<file path="config.mk">
export PLATFORM = sky130hd
export DESIGN_NAME = lsu_cmd_decode
export DESIGN_NICKNAME = d
export VERILOG_FILES = /design/src/common/dmem_pkg.sv /design/src/rtl/lsu_cmd_decode.sv
export SDC_FILE = /design/constraint.sdc
export NUM_CORES = 1
export LEC_CHECK = 0
export ABC_AREA = 1
export BUFFER_PORTS_ARGS = -buffer_cell sky130_fd_sc_hd__buf_2
export CAP_MARGIN = 25
export CORE_ASPECT_RATIO = 1.5
export CORE_UTILIZATION = 30
export CTS_BUF_LIST = sky130_fd_sc_hd__clkbuf_8
export CTS_CLUSTER_SIZE = 16
export DETAILED_ROUTE_END_ITERATION = 8
export HOLD_SLACK_MARGIN = 0.1
export SLEW_MARGIN = 20
export SYNTH_ARGS = -nofsm -noshare
export SYNTH_HDL_FRONTEND = slang
export SYNTH_SLANG_ARGS = --single-unit
</file>
<file path="constraint.sdc">
create_clock -name clk_i -period 1.44 [get_ports clk_i]
set_clock_uncertainty 0.2 [all_clocks]
set_input_delay 0.288 -clock clk_i [delete_from_list [all_inputs] [get_ports clk_i]]
set_output_delay 0.288 -clock clk_i [all_outputs]
set_load 0.03 [all_outputs]
</file>
<file path="src/common/dmem_pkg.sv">
// Shared definitions for the data-side load/store path.
// Op codes, access sizes, RAM and issue queue constants.

package dmem_pkg;

  // ====================
  // Bus and RAM geometry
  // ====================
  localparam int unsigned AddrWidth   = 32;
  localparam int unsigned DataWidth   = 32;
  localparam int unsigned BeWidth     = 4;
  localparam int unsigned RamWords    = 256;
  localparam int unsigned RamIdxWidth = $clog2(RamWords);

  // ====================
  // Issue queue
  // ====================
  localparam int unsigned QueueDepth    = 4;
  localparam int unsigned QueuePtrWidth = $clog2(QueueDepth);

  // Access size as carried in the two low op bits.
  localparam logic [1:0] SizeByte = 2'b00;
  localparam logic [1:0] SizeHalf = 2'b01;
  localparam logic [1:0] SizeWord = 2'b10;

  // Bit 3 marks a store, bits 2:0 follow the RISC-V funct3 field.
  typedef enum logic [3:0] {
    LSU_LB  = 4'b0000,
    LSU_LH  = 4'b0001,
    LSU_LW  = 4'b0010,
    LSU_LBU = 4'b0100,
    LSU_LHU = 4'b0101,
    LSU_SB  = 4'b1000,
    LSU_SH  = 4'b1001,
    LSU_SW  = 4'b1010
  } lsu_op_e;

endpackage

</file>
<file path="src/rtl/lsu_cmd_decode.sv">
// Command decode stage.
// Checks op and alignment, builds byte enables and lane-replicated store data.
`timescale 1ns/100ps

module lsu_cmd_decode (
  input  logic                           clk_i,
  input  logic                           rst_ni,
  input  logic                           cmd_valid_i,
  input  dmem_pkg::lsu_op_e              cmd_op_i,
  input  logic [dmem_pkg::AddrWidth-1:0] cmd_addr_i,
  input  logic [dmem_pkg::DataWidth-1:0] cmd_wdata_i,
  output logic                           dec_valid_o,
  output logic                           dec_we_o,
  output logic [dmem_pkg::AddrWidth-1:0] dec_addr_o,
  output logic [dmem_pkg::BeWidth-1:0]   dec_be_o,
  output logic [dmem_pkg::DataWidth-1:0] dec_wdata_o,
  output dmem_pkg::lsu_op_e              dec_op_o,
  output logic                           cmd_reject_o
);
  import dmem_pkg::*;

  logic                 op_legal;
  logic                 misaligned;
  logic                 accept;
  logic [1:0]           size;
  logic [BeWidth-1:0]   be_d;
  logic [DataWidth-1:0] wdata_d;

  assign size = cmd_op_i[1:0];

  always_comb begin
    case (cmd_op_i)
      LSU_LB, LSU_LH, LSU_LW, LSU_LBU, LSU_LHU,
      LSU_SB, LSU_SH, LSU_SW: op_legal = 1'b1;
      default:                op_legal = 1'b0;
    endcase
  end

  // Byte enables come from the size and the low address bits.
  always_comb begin
    misaligned = 1'b0;
    be_d       = '0;
    wdata_d    = cmd_wdata_i;
    case (size)
      SizeByte: begin
        be_d    = 4'b0001 << cmd_addr_i[1:0];
        wdata_d = {4{cmd_wdata_i[7:0]}};
      end
      SizeHalf: begin
        misaligned = cmd_addr_i[0];
        be_d       = 4'b0011 << cmd_addr_i[1:0];
        wdata_d    = {2{cmd_wdata_i[15:0]}};
      end
      SizeWord: begin
        misaligned = |cmd_addr_i[1:0];
        be_d       = 4'b1111;
      end
      default: be_d = '0;
    endcase
  end

  assign accept = cmd_valid_i & op_legal & ~misaligned;

  always_ff @(posedge clk_i or negedge rst_ni) begin
    if (!rst_ni) begin
      dec_valid_o  <= 1'b0;
      cmd_reject_o <= 1'b0;
    end else begin
      dec_valid_o  <= accept;
      cmd_reject_o <= cmd_valid_i & ~accept;
    end
  end

  always_ff @(posedge clk_i) begin
    if (accept) begin
      dec_we_o    <= cmd_op_i[3];
      dec_addr_o  <= cmd_addr_i;
      dec_be_o    <= be_d;
      dec_wdata_o <= wdata_d;
      dec_op_o    <= cmd_op_i;
    end
  end

endmodule

</file>
-- After elaboration in Yosys (flattened, before gate mapping)
Memory sizes are Yosys's and may differ from the RTL's.
Cells that the tools add are included.
W data, S select, Z words.
- add/subtract/negate cells: 0
- multiply operators: 0
- div/mod/pow operators: 0
- $lt $le $gt $ge: 0
- eq/ne operators: 2
- shift-type cells: 2
- multiplexer cells: 3
- bitwise gates (word level): 5
- reduce and logical (&&, ||, !) cells: 2
- operators by type and width (cell ; number):
    $pmux W32 S2 ; 1
    $pmux W4 S3 ; 1
    $shl A1 B2 Y4 const A ; 1
    $shl A2 B2 Y4 const A ; 1
    $and A1 B1 Y1 ; 3
    $eq A2 B1 Y1 const B ; 1
    $eq A2 B2 Y1 const B ; 1
    $logic_not A2 Y1 ; 1
    $not A1 Y1 ; 2
    $pmux W1 S2 ; 1
    $reduce_or A2 Y1 ; 1
- register bits: 75
- latch bits: 0
- RAM bits: 0
- bits in read-only memories: 16
- output and inout port bits: 75
- memories kept: 1
- memory list (memory ; depth ; bits a word ; rd ports ; clocked after Yosys merged registers in ; write ports ; line ; RTL):
    (name not given) ; 16 ; 1 ; 1 ; 0 ; 0 ; lsu_cmd_decode.sv:32 ; case (cmd_op_i)

-- Longest topological paths before layout
- depth in word-level cells: 6
- gate-level depth with buffers: 8

-- Worst setup path after synthesis
OpenSTA, ideal clock, no wires.
- path type: in2reg
- start point: input cmd_op_i[1]
- end point: register dec_addr_o[0] in the netlist's numbering (enable)
- library setup time: 505 ps
- data arrival time: 3902 ps
- setup slack: -3167 ps
- stages on the path: 7
- path buffers: 0
- cell sequence: inv_1 > ha_1 > nand2_1 > nand2_1 > nand3_1 > nand2_1 > nor2_1
- word-level cells in the longest chain between the ends: 4
- ends and longest elaborated chain (item ; line ; RTL):
    start: declaration ; lsu_cmd_decode.sv:9 ; input dmem_pkg::lsu_op_e cmd_op_i,
    branches (longest 3 deep; another with $mem_v2 Z16 W1) ; n/a ;
    $and A1 B1 Y1 (*) ; lsu_cmd_decode.sv:62 ; assign accept = cmd_valid_i & op_legal & ~misaligned;
    named net accept ; lsu_cmd_decode.sv:24 ; logic accept;
    end signal: assignment ; lsu_cmd_decode.sv:77 ; dec_addr_o <= cmd_addr_i;
    end: declaration ; lsu_cmd_decode.sv:14 ; output logic [dmem_pkg::AddrWidth-1:0] dec_addr_o,
Mark *: on every way through the listed nets, which the timed path passes.
A chain may end at the register's enable or synchronous reset.

-- Worst setup path in the final report
- start point: input cmd_op_i[0]
- end point: register dec_addr_o[2] in the netlist's numbering (enable)
Same word-level chain as after synthesis.

==> reports/qor.csv <==
metric,value,unit
outcome,"finished, violations left",
violations,negative setup slack,
critPathTopFamily,buffers and inverters,
fin_ws,-0.0586,ns
initial_core_util,31.1,%
dr_total_vias,2359,
ant_nets,0,
drc_errors,0,
clk_path_buf_depth,2,
syn_inst,191,
drive_gt1_share,47.0,%
synth_top_family_by_area,simple AND/OR/NAND/NOR gates,
clk_pin_slew,0.08,ns
synth_adder_area_share,1.81,%
fill_cells,692,
synth-simple-area-share,8.94,%
combPwrFrac,22.5,%
fin_crit,1.50,ns
synth_xor_area_share,0,%
row_count,42,
ys_async_sr_fraction,2.70,%
seqPwrFrac,47.1,%
p_leak,2.26,nW
fin_nets,517,
grt_overflow,0,
synth_cell_type_count,15,
cp.required,1.31,ns
path_cells,buf_12 -> ha_4 -> or2_4 -> nand2_4 -> inv_2 -> nor2_4 -> buf_6 -> clkbuf_16,
path_buf_inv,4,
yosysTopAreaCellShare,78.4,%
power.switching,0.00150,W
ioPinCount,146,
die_area,0.00959,mm^2
syn2layout_area_growth,84.6,%
final_util,57.3,%
synth_area_per_cell,14.4,um^2
yosysTopAreaCell,edfxtp_1,
cts_made_buffers,9,
hold_path_class,in2reg,
synth_mux_area_share,0,%
synth_compound_area_share,3.99,%
gr-usage-all-layers,16.9,%
finalSetupViolCount,73,
grt_pass1_wl,11.6,mm
dp_hpwl,4.69,mm
p_int,0.00409,W
ys_seq_elements,74,
yosys_warnings,0,
rsz0062_at_grt,true,
root_buffer,clkbuf_8,
fmax,667,MHz
wl_per_cell,14.1,um
synth_area_leaders,"edfxtp_1 78%, nand2_1 7.5%, inv_1 3.5%, o21ai_0 3.3%, dfrtp_1 1.8%",
worst-endpoint-arrival,1.37,ns
yosys-top-cells-count,"72 x edfxtp_1, 55 x nand2_1, 26 x inv_1",
gp_congestion,0.804,
cts_tree,done,
powerDensity,1100,mW/mm^2
core_area,0.00888,mm^2
path_max_fanout,5,
grt_max_degree,21,
synth_edf_count,72,
worstMarginPinSlew,0.209,ns
antenna_cells,0,
ys.flop_type,edfxtp_1,
totalWireLength,7.86,mm
portBuffers,145,
drt_iter0_drc,68,
hold_viol_final,0,
cts_sinks,74,
synth.most_common_cell,edfxtp_1,
ir_drop,0.000555,V
slew_headroom,86.0,%
start_kind,input port,
p_clk_share,30.4,%
firstDrtPassIters,4,
h-tree-depth,3,
period_share,104,%
multi_input_area,493,um^2
fin_cells,557,
regArea,0.00221,mm^2
finalPower,0.00559,W
antenna_found_initial,0,
worstSetupPathType,in2reg,
placedCellCount,460,
ys_seq_area_share,80.2,%
sw_frac_of_total,26.8,%
syn_nets,266,
netlist_area,0.00276,mm^2
vias_per_cell,4.24,
grt_pass1_vias,2451,
die_y,119,um
max-cap-violations,0,
endpoint_kind,flip-flop,
cp_slowest_cell,or2_4,
slew_viol_final,0,
die_x,80.3,um
slowest_delay,0.25,ns
[what timing repair did]
item,in CTS,in global routing
endpoints found under the setup margin,76,92
pin swaps,2,2
resized for setup,34,39
cloned,4,2
setup buffers,10,0
endpoints found under the hold margin,66,0
hold buffers,66,0
[cell families after synthesis]
logic type / after synthesis
adders and majority gates: 4
and+or+nand+nor: 62
AOI/OAI and AO/OA: 21
buffers and inverters: 30
DFF: 74
[area by class of cell]
cell class / count / area share [%]
tap: 110 / 2.70
timing repair buffer: 244 / 38.0
sequential: 74 / 43.5
multi-input combinational: 87 / 9.68
clock inverter: 7 / 1.70
inverter: 26 / 2.02
clock buffer: 9 / 2.43
[worst paths after layout]
check,start,endpoint,cells past startpoint
worst max-delay path,cmd_op_i[0],dec_addr_o[2],8
worst min-delay path,cmd_wdata_i[15],dec_wdata_o[15],3
max in group asynchronous,rst_ni,dec_valid_o,3
min in group asynchronous,rst_ni,cmd_reject_o,3
[per-layer routing]
metal  vias up  GRT usage (%)  wire length (um)
met5         -              0                 0
met4         0           8.15               109
met3        10           6.51               702
met2       113           29.0              4090
met1      1080           17.6              2960
li1       1156              -                 -
[stage by stage]
stage	setup WS (ns)	setup TNS, ns	area (um^2)	hold WS [ns]
2_1_floorplan	-1.09	-79.63	2770	-0.208
3_3_place_gp	-0.485	-38.67	3790	-0.128
3_5_place_dp	-0.508	-41.38	3790	-0.125
4_1_cts	-0.0604	-0.533	4980	0.102
5_1_grt	-0.0659	-3.93	5090	0.128
6_report	-0.0586	-3.16	5090	0.117
[sequential cells by signal, summed over array words and instances (netlist names)]
name,count
dec_op_o,3
dec_be_o,4
dec_wdata_o,32
cmd_reject_o,1
dec_we_o,1
dec_addr_o,32
dec_valid_o,1
[power by group through the flow]
| stage | registers, W | logic, W | clock network [W] |
|---|---|---|---|
| finish | 0.00263 | 0.00125 | 0.00170 |
| global route | 0.00265 | 0.00134 | 0.00183 |
| CTS | 0.00263 | 0.00121 | 0.00175 |
| detailed placement | 0.00267 | 0.000937 | 0 |
| global placement | 0.00267 | 0.000924 | 0 |
| floorplan | 0.00306 | 0.000171 | 0 |
[cells in the final DEF, fill, tap and decap left out, types with 2 or more instances in the layout]
master and n:
inv_2 2, o21ai_0 15, dlygate4sd3_1 66, clkbuf_8 9, nand2_1 51, buf_2 126
bufinv_16 2, ha_4 3, nand2_2 3, o21ai_1 3, clkinv_2 2, buf_6 13
dfrtp_1 2, nor2_4 2, buf_12 5, clkbuf_4 2, inv_4 2, edfxtp_1 72
buf_4 24, inv_1 24, buf_16 5, clkbuf_16 2
Power figures use the tool's default switching activity.
