## config.mk

```make
export PLATFORM = sky130hd
export DESIGN_NAME = lsu_access_tracker
export DESIGN_NICKNAME = d
export VERILOG_FILES = /design/src/common/dmem_pkg.sv /design/src/lsu/lsu_access_tracker.sv
export SDC_FILE = /design/constraint.sdc
export NUM_CORES = 1
export LEC_CHECK = 0
export BUFFER_PORTS_ARGS = -buffer_cell sky130_fd_sc_hd__buf_2
export CORE_MARGIN = 4
export CORE_UTILIZATION = 49
export DETAILED_ROUTE_END_ITERATION = 10
export GPL_TIMING_DRIVEN = 0
export PLACE_DENSITY_LB_ADDON = 0.25
export SETUP_SLACK_MARGIN = 0.05
export SKIP_LAST_GASP = 1
export SYNTH_ARGS = -nofsm -noshare
export SYNTH_HDL_FRONTEND = slang
export SYNTH_SLANG_ARGS = --single-unit
export TNS_END_PERCENT = 10
```

## constraint.sdc

```tcl
create_clock -name clk_i -period 3.6 [get_ports clk_i]
set_input_delay 0.54 -clock clk_i [delete_from_list [all_inputs] [get_ports clk_i]]
set_output_delay 0.54 -clock clk_i [all_outputs]
set_load 0.005 [all_outputs]
```

## src/common/dmem_pkg.sv

```systemverilog
// Shared definitions for the data-side load/store path.
// Op codes, access sizes, RAM and issue queue constants.

package dmem_pkg;

  // ====================
  // Bus and RAM geometry
  // ====================
  localparam int unsigned AddrWidth   = 32;
  localparam int unsigned DataWidth   = 32;
  localparam int unsigned BeWidth     = 4;
  localparam int unsigned RamWords    = 256;
  localparam int unsigned RamIdxWidth = $clog2(RamWords);

  // ====================
  // Issue queue
  // ====================
  localparam int unsigned QueueDepth    = 4;
  localparam int unsigned QueuePtrWidth = $clog2(QueueDepth);

  // Access size as carried in the two low op bits.
  localparam logic [1:0] SizeByte = 2'b00;
  localparam logic [1:0] SizeHalf = 2'b01;
  localparam logic [1:0] SizeWord = 2'b10;

  // Bit 3 marks a store, bits 2:0 follow the RISC-V funct3 field.
  typedef enum logic [3:0] {
    LSU_LB  = 4'b0000,
    LSU_LH  = 4'b0001,
    LSU_LW  = 4'b0010,
    LSU_LBU = 4'b0100,
    LSU_LHU = 4'b0101,
    LSU_SB  = 4'b1000,
    LSU_SH  = 4'b1001,
    LSU_SW  = 4'b1010
  } lsu_op_e;

endpackage

```

## src/lsu/lsu_access_tracker.sv

```systemverilog
// Result stage access tracker.
// Records the granted access and retires it with aligned, extended load data.
`timescale 1ns/100ps

module lsu_access_tracker (
  input  logic                           clk_i,
  input  logic                           rst_ni,
  input  logic                           dmem_req_i,
  input  logic                           dmem_gnt_i,
  input  logic                           dmem_we_i,
  input  logic [dmem_pkg::AddrWidth-1:0] dmem_addr_i,
  input  logic [dmem_pkg::BeWidth-1:0]   dmem_be_i,
  input  logic [dmem_pkg::DataWidth-1:0] dmem_wdata_i,
  input  dmem_pkg::lsu_op_e              dmem_op_i,
  input  logic                           dmem_rvalid_i,
  input  logic [dmem_pkg::DataWidth-1:0] dmem_rdata_i,
  input  logic                           dmem_err_i,
  output logic                           res_valid_o,
  output logic                           res_store_o,
  output logic [dmem_pkg::AddrWidth-1:0] res_addr_o,
  output logic [dmem_pkg::BeWidth-1:0]   res_be_o,
  output logic [dmem_pkg::DataWidth-1:0] res_data_o,
  output logic                           res_err_o
);
  import dmem_pkg::*;

  // ====================
  // Outstanding access
  // ====================
  logic                 out_store_q;
  logic [AddrWidth-1:0] out_addr_q;
  logic [BeWidth-1:0]   out_be_q;
  logic [DataWidth-1:0] out_wdata_q;
  lsu_op_e              out_op_q;

  logic [DataWidth-1:0] lane_data;
  logic [DataWidth-1:0] load_data;
  logic                 sign_ext;

  always_ff @(posedge clk_i) begin
    if (dmem_req_i && dmem_gnt_i) begin
      out_store_q <= dmem_we_i;
      out_addr_q  <= dmem_addr_i;
      out_be_q    <= dmem_be_i;
      out_wdata_q <= dmem_wdata_i;
      out_op_q    <= dmem_op_i;
    end
  end

  // Move the addressed lane down to bit 0.
  assign lane_data = dmem_rdata_i >> {out_addr_q[1:0], 3'b000};
  assign sign_ext  = ~out_op_q[2];

  always_comb begin
    case (out_op_q[1:0])
      SizeByte: load_data = {{(DataWidth - 8){sign_ext & lane_data[7]}}, lane_data[7:0]};
      SizeHalf: load_data = {{(DataWidth - 16){sign_ext & lane_data[15]}}, lane_data[15:0]};
      default:  load_data = lane_data;
    endcase
    if (dmem_err_i) begin
      load_data = '0;
    end
  end

  // ====================
  // Retired access
  // ====================
  always_ff @(posedge clk_i or negedge rst_ni) begin
    if (!rst_ni) begin
      res_valid_o <= 1'b0;
    end else begin
      res_valid_o <= dmem_rvalid_i;
    end
  end

  always_ff @(posedge clk_i) begin
    if (dmem_rvalid_i) begin
      res_store_o <= out_store_q;
      res_addr_o  <= out_addr_q;
      res_be_o    <= out_be_q;
      res_data_o  <= out_store_q ? out_wdata_q : load_data;
      res_err_o   <= dmem_err_i;
    end
  end

endmodule

```

# Word-level counts from Yosys, hierarchy flattened
# Index checks and enable logic that the tools add are counted.
# word_totals
reg_bits	143
in_bits	111
out_inout_bits	71
wordCells	21
# op_classes
eq_ne	1
shifts	1
mux	3
n_bitwise	3
n_reduce_logical	2
# op_table
operator	count
$mux W32	2
$pmux W32 S2	1
$shr A32 B5 Y32	1
$and A1 B1 Y1	2
$eq A2 B1 Y1 const B	1
$logic_not A2 Y1	1
$logic_and A1 B1 Y1	1
$not A1 Y1	1

# Depth between registers and ports, before layout
# logic_depth
ltp_word	5
mapped_depth	8
ltp_nobuf	4

# Worst setup path before layout
# Ideal clock, no wire load.
# synth_timing
path_kind	in2reg
from	input dmem_gnt_i
to	register out_addr_q[0] (enable)
setup_ns	0.438
arrival_time_ns	2.225
required_ns	3.162
path_slack_ns	0.938
cell_stages	1
path_buffers	0
path_cell_list	and2_1
# synth_via
elab_chain_len	1
# synth_lines
item	line_no	source
from (decl)	lsu_access_tracker.sv:9	input logic dmem_gnt_i,
$logic_and A1 B1 Y1	lsu_access_tracker.sv:41	if (dmem_req_i && dmem_gnt_i) begin
to (signal assigned)	lsu_access_tracker.sv:43	out_addr_q <= dmem_addr_i;
to (decl)	lsu_access_tracker.sv:31	logic [AddrWidth-1:0] out_addr_q;
# No other way between the ends.
# A chain may end at the register's enable or synchronous reset.

# Final worst setup path
# layout_timing
from	register out_store_q
to	register res_data_o[28] (netlist name), data pin
# layout_via
elab_chain_len	1
# layout_lines
item	line_no	source
from (decl)	lsu_access_tracker.sv:30	logic out_store_q;
from (signal assigned)	lsu_access_tracker.sv:42	out_store_q <= dmem_we_i;
$mux W32	lsu_access_tracker.sv:81	res_data_o <= out_store_q ? out_wdata_q : load_data;
to (signal assigned)	lsu_access_tracker.sv:81	
to (decl)	lsu_access_tracker.sv:22	output logic [dmem_pkg::DataWidth-1:0] res_data_o,
# No other way between the ends.

==> results.json <==
{
  "clk_pin_slew_worst_paths_ns": 0.06,
  "cp_num_buf_inv": 3,
  "path_delay_family": "simple AND/OR/NAND/NOR gates",
  "tns_ns": 0,
  "hold_start": "dmem_addr_i[22]",
  "critPathMaxFanout": 10,
  "diodes": 0,
  "firstDrtPassIters": 4,
  "via_per_inst": 5.24,
  "synthCells": 276,
  "critPathSlowestCell": "nor3b_2",
  "synth_compound_area_frac": 0.0748,
  "nFillCells": 758,
  "clock-skew-final_ns": 0.00651,
  "final_cell_mix": "buf_2 (183), edfxtp_1 (142), o21ai_0 (23)",
  "cts_tree": "done",
  "hold_path.class": "input port to register",
  "final_layout_size_suffix_gt1_frac": 0.464,
  "cts.sinks": 143,
  "peakVddDrop_mv": 0.333,
  "r2r-end": "res_data_o[28]$_DFFE_PP_",
  "cts_buffer_depth": 2,
  "endpoint_kind": "register",
  "clock-root-buffer": "clkbuf_8",
  "cts.repair.resized": 0,
  "grt_max_degree": 73,
  "fmax_mhz": 420,
  "grt-ovfl-total": 0,
  "grt_pass1_vias": 3282,
  "avgSynthCellArea_um2": 19.0,
  "synth_area_leaders": "edfxtp_1 (81%), a221o_1 (3.1%), mux2i_1 (3.1%), o21ai_0 (2.2%), mux2_2 (1.5%)",
  "hpwl_um": 8240,
  "drt-total-wl_um": 11500,
  "cp_cell_sequence": "clkbuf_1, or2_1, clkbuf_1, nor3b_2, nor2b_1, buf_2, a221o_1",
  "ff2ff_path_depth": 7,
  "pin_count": 182,
  "netlist.area_leader.share": 0.812,
  "core-area_mm2": 0.0104,
  "drt_iter0_drc": 182,
  "ant_nets": 0,
  "status": "completed",
  "htreeDepth": 4,
  "crit_top_cell": "clkbuf_1",
  "antenna_found_initial": 0,
  "gp_congestion": 0.837,
  "drcViolationCount": 0,
  "nets": 587,
  "dieArea_mm2": 0.0124,
  "dp_cells": 592,
  "hold_end": "out_addr_q[22]$_DFFE_PP_",
  "pre_cts_ws_ns": 1.22,
  "r2r_slack_ns": 1.22,
  "path_class": "register to register",
  "fin_crit_sh": 0.661,
  "multi_input_comb_area_um2": 872,
  "critical-path-max-stage-delay_ns": 0.57,
  "cp-start-kind": "register",
  "layout_commonest_cell": "buf_2",
  "period_minus_slack_ns": 2.38,
  "muxShareOfSynthArea": 0.0527,
  "io_buffer_count": 180,
  "rows": 37,
  "synth.cell_area_mm2": 0.00525,
  "cp.arrival_ns": 2.76,
  "hold_path_depth": 1,
  "finalNonFillerCells": 625,
  "slew_headroom": 0.375,
  "cts_setup_buffers": 0,
  "initial_core_util": 0.506,
  "cts_buffers": 17,
  "clock_latency_ns": 0.52,
  "register_area_mm2": 0.00429,
  "syn_to_final_growth_pct": 30.6,
  "power.density_mw_per_mm2": 555,
  "die_w_um": 112,
  "grt_pass1_wl_um": 17600,
  "rsz0062_at_grt": "no",
  "drv_cap": 0,
  "vias": 3276,
  "yosys_warnings": 0,
  "syn-num-nets": 387,
  "synthXorXnorAreaFrac": 0,
  "grt_use_total": 0.190,
  "cp.required_ns": 3.99,
  "yosysUniqueCellTypes": 26,
  "setup_violations": 0,
  "yosysSeqAreaShare": 0.817,
  "fin_ws_ns": 1.22,
  "synth_top_family_by_area": "compound AO/OA/AOI/OAI gates",
  "yosys.area_share.adder": 0,
  "p_leak_uw": 0.00275,
  "synth-seq-cells": 143,
  "hold_viol": 0,
  "cts_hold_buf": 1,
  "synth_top_area_cell": "edfxtp_1",
  "yosys.area_share.simple": 0.0381,
  "die_h_um": 112,
  "drv_slew": 0,
  "worst_pin_slew_ns": 0.938,
  "r2r_start": "out_store_q$_DFFE_PP_",
  "post_drt_wl_per_cell_um": 18.5
}
-- through the flow --
| stage | power, uW | hold slack [ns] | utilization | cell area [um2] |
|---|---|---|---|---|
| finish | 3810 | 0.187 | 0.661 | 6860 |
| global route | 3960 | 0.158 | 0.661 | 6860 |
| CTS | 3840 | 0.165 | 0.661 | 6860 |
| detailed placement | 2320 | 0.317 | 0.610 | 6330 |
| global placement | 2320 | 0.314 | 0.610 | 6320 |
| floorplan | 2150 | 0.244 | - | 5250 |
-- power breakdown --
group / total, uW / leakage, uW / switching (uW) / internal (uW)
Clock: 1520 / 0.000254 / 617 / 901
Combinational: 293 / 0.00111 / 155 / 138
Sequential: 2000 / 0.00139 / 30.1 / 1970
-- cells in the mapped netlist --
cell      number
a221o_1       16
mux4_2         1
nor2b_1        1
nand3b_1       8
nand2_1       16
o211ai_1       1
or3b_1         1
a22o_1         8
edfxtp_1     142
o21ai_0       23
nor3_1         1
buf_2          4
and2_1         1
clkbuf_1       6
or2_1          1
mux2_4         1
buf_1          4
or2_2          1
dfrtp_1        1
mux2i_1       16
nor2_1         2
nor3b_2        2
buf_6          3
a21oi_1        8
and4_1         1
mux2_2         7
-- flip-flops by register name, indices dropped and copies added, names as in the netlist --
| register | flops |
|---|---|
| res_addr_o | 32 |
| out_op_q | 3 |
| res_valid_o | 1 |
| out_store_q | 1 |
| out_wdata_q | 32 |
| res_store_o | 1 |
| out_be_q | 4 |
| res_err_o | 1 |
| res_be_o | 4 |
| res_data_o | 32 |
| out_addr_q | 32 |
-- how the worst max path moves through the flow --
stage / slack (ns) / cells past startpoint / startpoint / end
5_1_grt: 0.94 / 7 / out_store_q$_DFFE_PP_ / res_data_o[27]$_DFFE_PP_
3_5_place_dp: 1.22 / 7 / dmem_err_i / res_data_o[28]$_DFFE_PP_
6_report: 1.22 / 7 / out_store_q$_DFFE_PP_ / res_data_o[28]$_DFFE_PP_
4_1_cts: 1.22 / 7 / out_store_q$_DFFE_PP_ / res_data_o[28]$_DFFE_PP_
3_3_place_gp: 0.15 / 2 / dmem_req_i / out_addr_q[13]$_DFFE_PP_
2_1_floorplan: 0.94 / 1 / dmem_gnt_i / out_addr_q[0]$_DFFE_PP_
-- layer usage --
layer / wire length [um] / vias up / global-route usage / share of wire
met5: 0 / - / 0 / 0
met4: 225 / 0 / 0.0762 / 0.019
met3: 1090 / 22 / 0.0658 / 0.095
met2: 5470 / 188 / 0.292 / 0.47
met1: 4760 / 1553 / 0.251 / 0.41
li1: - / 1513 / - / -
-- cell families (layout without fill, tap and decap cells) --
| logic type | Yosys count | count (layout) |
|---|---|---|
| flops | 143 | 143 |
| compound gates | 56 | 56 |
| simple gates | 35 | 35 |
| mux | 25 | 25 |
| buf+inv | 17 | 230 |
-- final cells by class --
type / instances / share of cell area
flip-flops and latches: 143 / 0.626
clock inverters: 13 / 0.0144
repair buffers: 181 / 0.133
plain buffers: 17 / 0.0133
multi-input cells: 116 / 0.127
well taps: 136 / 0.0248
clock buffers: 19 / 0.0615
Power figures use the tool's default switching activity.
